[config.mk]
export PLATFORM = sky130hd
export DESIGN_NAME = light_unit_flat
export DESIGN_NICKNAME = d
export VERILOG_FILES = /design/src/rtl/shade_pkg.sv /design/src/rtl/shade_ifs.sv /design/src/rtl/light_unit.sv /design/src/flat_wrapper.sv
export SDC_FILE = /design/constraint.sdc
export NUM_CORES = 1
export LEC_CHECK = 0
export BUFFER_PORTS_ARGS = -buffer_cell sky130_fd_sc_hd__buf_2
export CORE_AREA = 5 5 58 60
export CTS_BUF_LIST = sky130_fd_sc_hd__clkbuf_4 sky130_fd_sc_hd__clkbuf_8
export DETAILED_ROUTE_END_ITERATION = 7
export DIE_AREA = 0 0 63 65
export HOLD_SLACK_MARGIN = 0.12
export PLACE_DENSITY = 0.77
export SLEW_MARGIN = 0
export SYNTH_ARGS = -nofsm -noshare
export SYNTH_HDL_FRONTEND = slang
export SYNTH_SLANG_ARGS = --single-unit
[constraint.sdc]
create_clock -name clk_in -period 1 [get_ports clk_in]
set_input_delay 0.1 -clock clk_in [delete_from_list [all_inputs] [get_ports clk_in]]
set_output_delay 0.1 -clock clk_in [all_outputs]
set_load 0.02 [all_outputs]
[src/rtl/shade_pkg.sv]
`default_nettype none

package shade_pkg;

    //////////////////////////////
    // fixed-point formats
    //////////////////////////////

    localparam int FRAC_POS   = 16;
    localparam int FRAC_COLOR = 14;

    // Q16.16 coordinates and distances
    typedef logic signed [31:0] pos_t;
    // Q2.14 unit direction component
    typedef logic signed [15:0] dir_t;
    // Q2.14 colour or intensity, never negative
    typedef logic [15:0] color_t;

    localparam color_t COLOR_ONE = 16'd16384;

    // face normal axis
    typedef enum logic [1:0] {
        AXIS_X,
        AXIS_Y,
        AXIS_Z
    } axis_e;

    // block material, unlisted codes render black
    typedef enum logic [2:0] {
        MAT_BLUE  = 3'd0,
        MAT_RED   = 3'd1,
        MAT_WHITE = 3'd2
    } material_e;

    //////////////////////////////
    // scene constants
    //////////////////////////////

    // eye at (1800, 1800, -300)
    localparam pos_t EYE_X = 32'sh0708_0000;
    localparam pos_t EYE_Y = 32'sh0708_0000;
    localparam pos_t EYE_Z = -32'sh012C_0000;

    localparam int MAX_LIGHTS = 3;

    // unit directions per light, x y z, 0.6 and 0.8 rounded down
    localparam dir_t LIGHT_DIR [MAX_LIGHTS][3] = '{
        '{16'sd0, 16'sd9830, -16'sd13107},
        '{16'sd9830, 16'sd0, -16'sd13107},
        '{-16'sd9830, 16'sd13107, 16'sd0}
    };

    // intensity per light, r g b
    localparam color_t LIGHT_INTENSITY [MAX_LIGHTS][3] = '{
        '{16'd4096, 16'd8192, 16'd4096},
        '{16'd12288, 16'd8192, 16'd12288},
        '{16'd4096, 16'd8192, 16'd4096}
    };

endpackage

`default_nettype wire

[src/rtl/shade_ifs.sv]
`timescale 1ns/1ps
`default_nettype none

// face description of one hit, one driver fanning out to every light
interface surface_if;
    import shade_pkg::*;

    logic      valid;
    axis_e     normal_axis;
    logic      normal_neg;
    material_e material;

    modport src (
        output valid,
        output normal_axis,
        output normal_neg,
        output material
    );

    modport dst (
        input valid,
        input normal_axis,
        input normal_neg,
        input material
    );
endinterface

// masked diffuse term of a single light
interface light_term_if;
    import shade_pkg::*;

    logic   valid;
    color_t red;
    color_t green;
    color_t blue;

    modport src (
        output valid,
        output red,
        output green,
        output blue
    );

    modport dst (
        input valid,
        input red,
        input green,
        input blue
    );
endinterface

`default_nettype wire

[src/rtl/light_unit.sv]
`timescale 1ns/1ps
`default_nettype none

module light_unit #(
    parameter int LIGHT_INDEX = 0
) (
    input  logic     clk_in,
    input  logic     rst_in,
    surface_if.dst   surf,
    light_term_if.src term
);
    import shade_pkg::*;

    // stage 1
    dir_t      dir_sel;
    dir_t      dir_signed;
    color_t    lambert_next;
    color_t    lambert;
    material_e mat_d1;
    logic      valid_d1;

    // stage 2
    logic [31:0] prod [3];
    color_t      scaled [3];
    material_e   mat_d2;
    logic        valid_d2;

    logic [2:0] mask;

    // channel enables, bit 0 red, bit 1 green, bit 2 blue
    function automatic logic [2:0] channel_mask(input material_e mat);
        case (mat)
            MAT_BLUE:  return 3'b100;
            MAT_RED:   return 3'b001;
            MAT_WHITE: return 3'b111;
            default:   return 3'b000;
        endcase
    endfunction

    //////////////////////////////
    // lambert term
    //////////////////////////////

    // dot product with an axis normal is one direction component
    always_comb begin
        dir_sel      = LIGHT_DIR[LIGHT_INDEX][surf.normal_axis];
        dir_signed   = surf.normal_neg ? -dir_sel : dir_sel;
        // faces turned away from the light get nothing
        lambert_next = dir_signed[15] ? '0 : color_t'(dir_signed);
    end

    always_comb begin
        for (int c = 0; c < 3; c++) begin
            prod[c] = lambert * LIGHT_INTENSITY[LIGHT_INDEX][c];
        end
    end

    assign mask = channel_mask(mat_d2);

    always_ff @(posedge clk_in) begin
        if (rst_in) begin
            valid_d1   <= 1'b0;
            valid_d2   <= 1'b0;
            term.valid <= 1'b0;
        end else begin
            valid_d1   <= surf.valid;
            valid_d2   <= valid_d1;
            term.valid <= valid_d2;
        end
    end

    always_ff @(posedge clk_in) begin
        lambert <= lambert_next;
        mat_d1  <= surf.material;
        // back to Q2.14, truncating
        for (int c = 0; c < 3; c++) begin
            scaled[c] <= prod[c][FRAC_COLOR +: 16];
        end
        mat_d2     <= mat_d1;
        term.red   <= mask[0] ? scaled[0] : '0;
        term.green <= mask[1] ? scaled[1] : '0;
        term.blue  <= mask[2] ? scaled[2] : '0;
    end

endmodule

`default_nettype wire

[src/flat_wrapper.sv]
// flat-port wrapper written by rule: the top's interface ports become plain ports
module light_unit_flat import shade_pkg::*;
#(
    parameter int LIGHT_INDEX = 0
)
  (clk_in, rst_in, surf_valid, surf_normal_axis, surf_normal_neg, surf_material, term_valid, term_red, term_green, term_blue);
  surface_if surf_i ();
  light_term_if term_i ();
  input  logic clk_in;
  input  logic rst_in;
  input wire logic [$bits(surf_i.valid)-1:0] surf_valid;
  input wire logic [$bits(surf_i.normal_axis)-1:0] surf_normal_axis;
  input wire logic [$bits(surf_i.normal_neg)-1:0] surf_normal_neg;
  input wire logic [$bits(surf_i.material)-1:0] surf_material;
  output wire logic [$bits(term_i.valid)-1:0] term_valid;
  output wire logic [$bits(term_i.red)-1:0] term_red;
  output wire logic [$bits(term_i.green)-1:0] term_green;
  output wire logic [$bits(term_i.blue)-1:0] term_blue;
  assign surf_i.valid = surf_valid;
  assign surf_i.normal_axis = surf_normal_axis;
  assign surf_i.normal_neg = surf_normal_neg;
  assign surf_i.material = surf_material;
  assign term_valid = term_i.valid;
  assign term_red = term_i.red;
  assign term_green = term_i.green;
  assign term_blue = term_i.blue;
  light_unit #(.LIGHT_INDEX(LIGHT_INDEX)) u_core (.clk_in(clk_in), .rst_in(rst_in), .surf(surf_i), .term(term_i));
endmodule
==> results.json <==
{
  "clkTransAtPathRegs_ns": 0.11,
  "wire_per_inst_um": 10.5,
  "stdcell_count": 175,
  "grt_max_degree": 12,
  "overflow": 0,
  "hp-class": "primary input to flip-flop",
  "clock_path_buffers": 2,
  "yosysWarnings": 0,
  "die-area_um2": 4100,
  "clock_latency_ns": 0.33,
  "drv_slew": 0,
  "min_from": "surf_normal_axis[1]",
  "cpLargestDelayFamily": "flip-flops",
  "seq_area_frac_synth_pct": 61.2,
  "drtIter0Drc": 4,
  "rsz0062_at_grt": "true",
  "synthToLayoutAreaGrowth_pct": 21.9,
  "cp_max_fo": 3,
  "hold_viol_final": 0,
  "h-tree-depth": 2,
  "register_area_um2": 746,
  "cts_tree": "done",
  "path_buf_inv": 1,
  "slowest_delay_ns": 0.35,
  "synthTopCellsByArea": "dfxtp_1 (61%), buf_4 (20%), and2_1 (5.7%), nor3b_1 (3.7%), ha_1 (2.1%)",
  "timing.rr.start": "u_core.mat_d2[2]$_DFF_P_",
  "wl_um": 1840,
  "post-cts-setup-buffers": 0,
  "multi_input_comb_area_um2": 269,
  "period_needed_ns": 0.957,
  "hpwlAfterDp_um": 1370,
  "max-vdd-ir-drop_mv": 1.19,
  "mostFrequentLayoutCells": "buf_2 (34), dfxtp_1 (33), buf_4 (15), and2_1 (11), conb_1 (9)",
  "syn_inst": 103,
  "worstSetupPathType": "flip-flop to primary output",
  "synth_compound_area_share_pct": 1.34,
  "syn_area_um2": 1210,
  "clockRootBuffer": "clkbuf_4",
  "rows": 20,
  "drc": 0,
  "syn_avg_cell_area_um2": 11.8,
  "ys_types": 14,
  "mostFrequentLayoutCell": "buf_2",
  "dieWidth_um": 63,
  "antenna_found_initial": 0,
  "clkSinkCount": 37,
  "initial_utilization_pct": 42.1,
  "place_congestion": 0.682,
  "final.setup_skew_ns": 0.0105,
  "grtUsageTotal_pct": 9.10,
  "worst_setup_path_end_kind": "primary output",
  "vias_per_cell": 4.09,
  "synthMuxAreaShare_pct": 0,
  "synth-xor-area-share_pct": 0.723,
  "synth_seq_cells": 37,
  "place_worst_setup_slack_ns": 0.0227,
  "yosys.area_share.simple_pct": 13.9,
  "r2r_end": "u_core.term.green[9]$_SDFF_PN0_",
  "max_freq_mhz": 1050,
  "core_um2": 2880,
  "drive_gt1_share_pct": 45.1,
  "fill_cells": 259,
  "maxCapViolations": 0,
  "cts_buffers": 5,
  "dieHeight_um": 65,
  "dr.pass1.iters": 2,
  "drtAntennaViolNets": 0,
  "synth_top_family_by_area": "buffers and inverters",
  "fin_hold_ws_ns": 0.109,
  "placedCellCount": 161,
  "cts_hold_buf": 6,
  "rrSetupSlack_ns": 0.07,
  "worstSetupStartpointType": "flip-flop",
  "post-route-period-util_pct": 95.7,
  "ioPinCount": 58,
  "synth_area_leader_cell": "dfxtp_1",
  "rr_worst_depth": 2,
  "synthAdderAreaFrac_pct": 2.07,
  "synth_top_area_share_pct": 61.2,
  "arrival_ns": 0.86,
  "grt_pass1_vias": 663,
  "nets": 152,
  "timing.final.ws_setup_ns": 0.0435,
  "setup_viol": 0,
  "p_per_area_nw_per_um2": 1820,
  "diodes": 0,
  "numPortBuffers": 49,
  "p_leak_nw": 0.762,
  "worstPathRequired_ns": 0.90,
  "hold_depth": 3,
  "crit_chain": "buf_2",
  "vias": 716,
  "status": "complete, no violations",
  "slowest_stage": "dfxtp_1",
  "whs_endpoint": "u_core.lambert[10]$_SDFF_PP0_",
  "grt_pass1_wl_um": 2750
}
## cell families (layout without fill, tap and decap cells)
group | after synthesis | in the layout
flops | 37 | 37
buf+inv | 34 | 65
simple gates | 26 | 26
fa+ha+maj | 2 | 2
compound gates | 2 | 2
other cells | 1 | 9
xor+xnor | 1 | 1
## area by class of cell
cell class / count / share of cell area, %
clock inverters: 1 / 0.339
flip-flops and latches: 37 / 50.5
well taps: 33 / 2.80
clock buffers: 7 / 4.41
multi-input cells: 40 / 18.2
repair buffers: 55 / 23.2
inverters: 2 / 0.508
## power by group
part           leakage, nW  switching [mW]  internal (mW)
combinational        0.414           0.146          0.105
clock               0.0413           0.450          0.407
sequential           0.307          0.0352           1.55
## tightest hold or removal path, stage by stage
cell    delay [ns]
buf_2         0.09
ha_1          0.15
nor3_1        0.05
## worst max-delay path by stage
| stage | from | endpoint | cells after the start |
|---|---|---|---|
| floorplan | u_core.mat_d2[0]$_DFF_P_ | u_core.term.red[0]$_SDFF_PN0_ | 2 |
| global placement | u_core.mat_d2[2]$_DFF_P_ | u_core.term.green[11]$_SDFF_PN0_ | 2 |
| detailed placement | u_core.mat_d2[2]$_DFF_P_ | u_core.term.green[9]$_SDFF_PN0_ | 2 |
| CTS | u_core.term.red[9]$_SDFF_PN0_ | term_red[12] | 1 |
| global route | u_core.term.blue[9]$_SDFF_PN0_ | term_blue[12] | 1 |
| finish | u_core.term.blue[11]$_SDFF_PN0_ | term_blue[11] | 1 |
## through the flow
stage	total power, mW	TNS (ns)	cell area, µm²	util, %
4_1_cts	2.71	-0.0221	1420	49.5
3_3_place_gp	1.82	0	1290	44.7
3_5_place_dp	1.83	0	1290	44.7
6_report	2.69	0	1480	51.3
5_1_grt	2.81	-0.0886	1480	51.3
2_1_floorplan	1.81	0	1240	-
## sequential cells by signal (all words and copies together), names as in the netlist, 3 cells and up
register,flops
u_core.mat_d2,3
u_core.term.red,5
u_core.lambert,6
u_core.mat_d1,3
u_core.term.blue,5
u_core.term.green,6
u_core.scaled,6
## routing by layer
metal  track usage, %  part of all wire (%)  routed length, µm
met2             15.0                    49                902
met3             5.72                    15                281
met1             7.42                    34                620
met4             7.96                   2.1                 39
met5                0                     0                  0
## synth_stat cells, drive strengths merged
cell type / count
nor3: 2
inv: 2
nor3b: 7
dfxtp: 37
and2: 11
buf: 32
xnor2: 1
conb: 1
ha: 2
a21o: 1
nor2: 2
nor2b: 4
a22o: 1
## repair_timing
item | CTS | global route
pin swaps | 0 | 0
cloned | 0 | 0
endpoints found under the setup margin | 6 | 22
hold endpoints to repair | 9 | 2
gates resized for setup | 1 | 21
(Power assumes the default switching activity.)
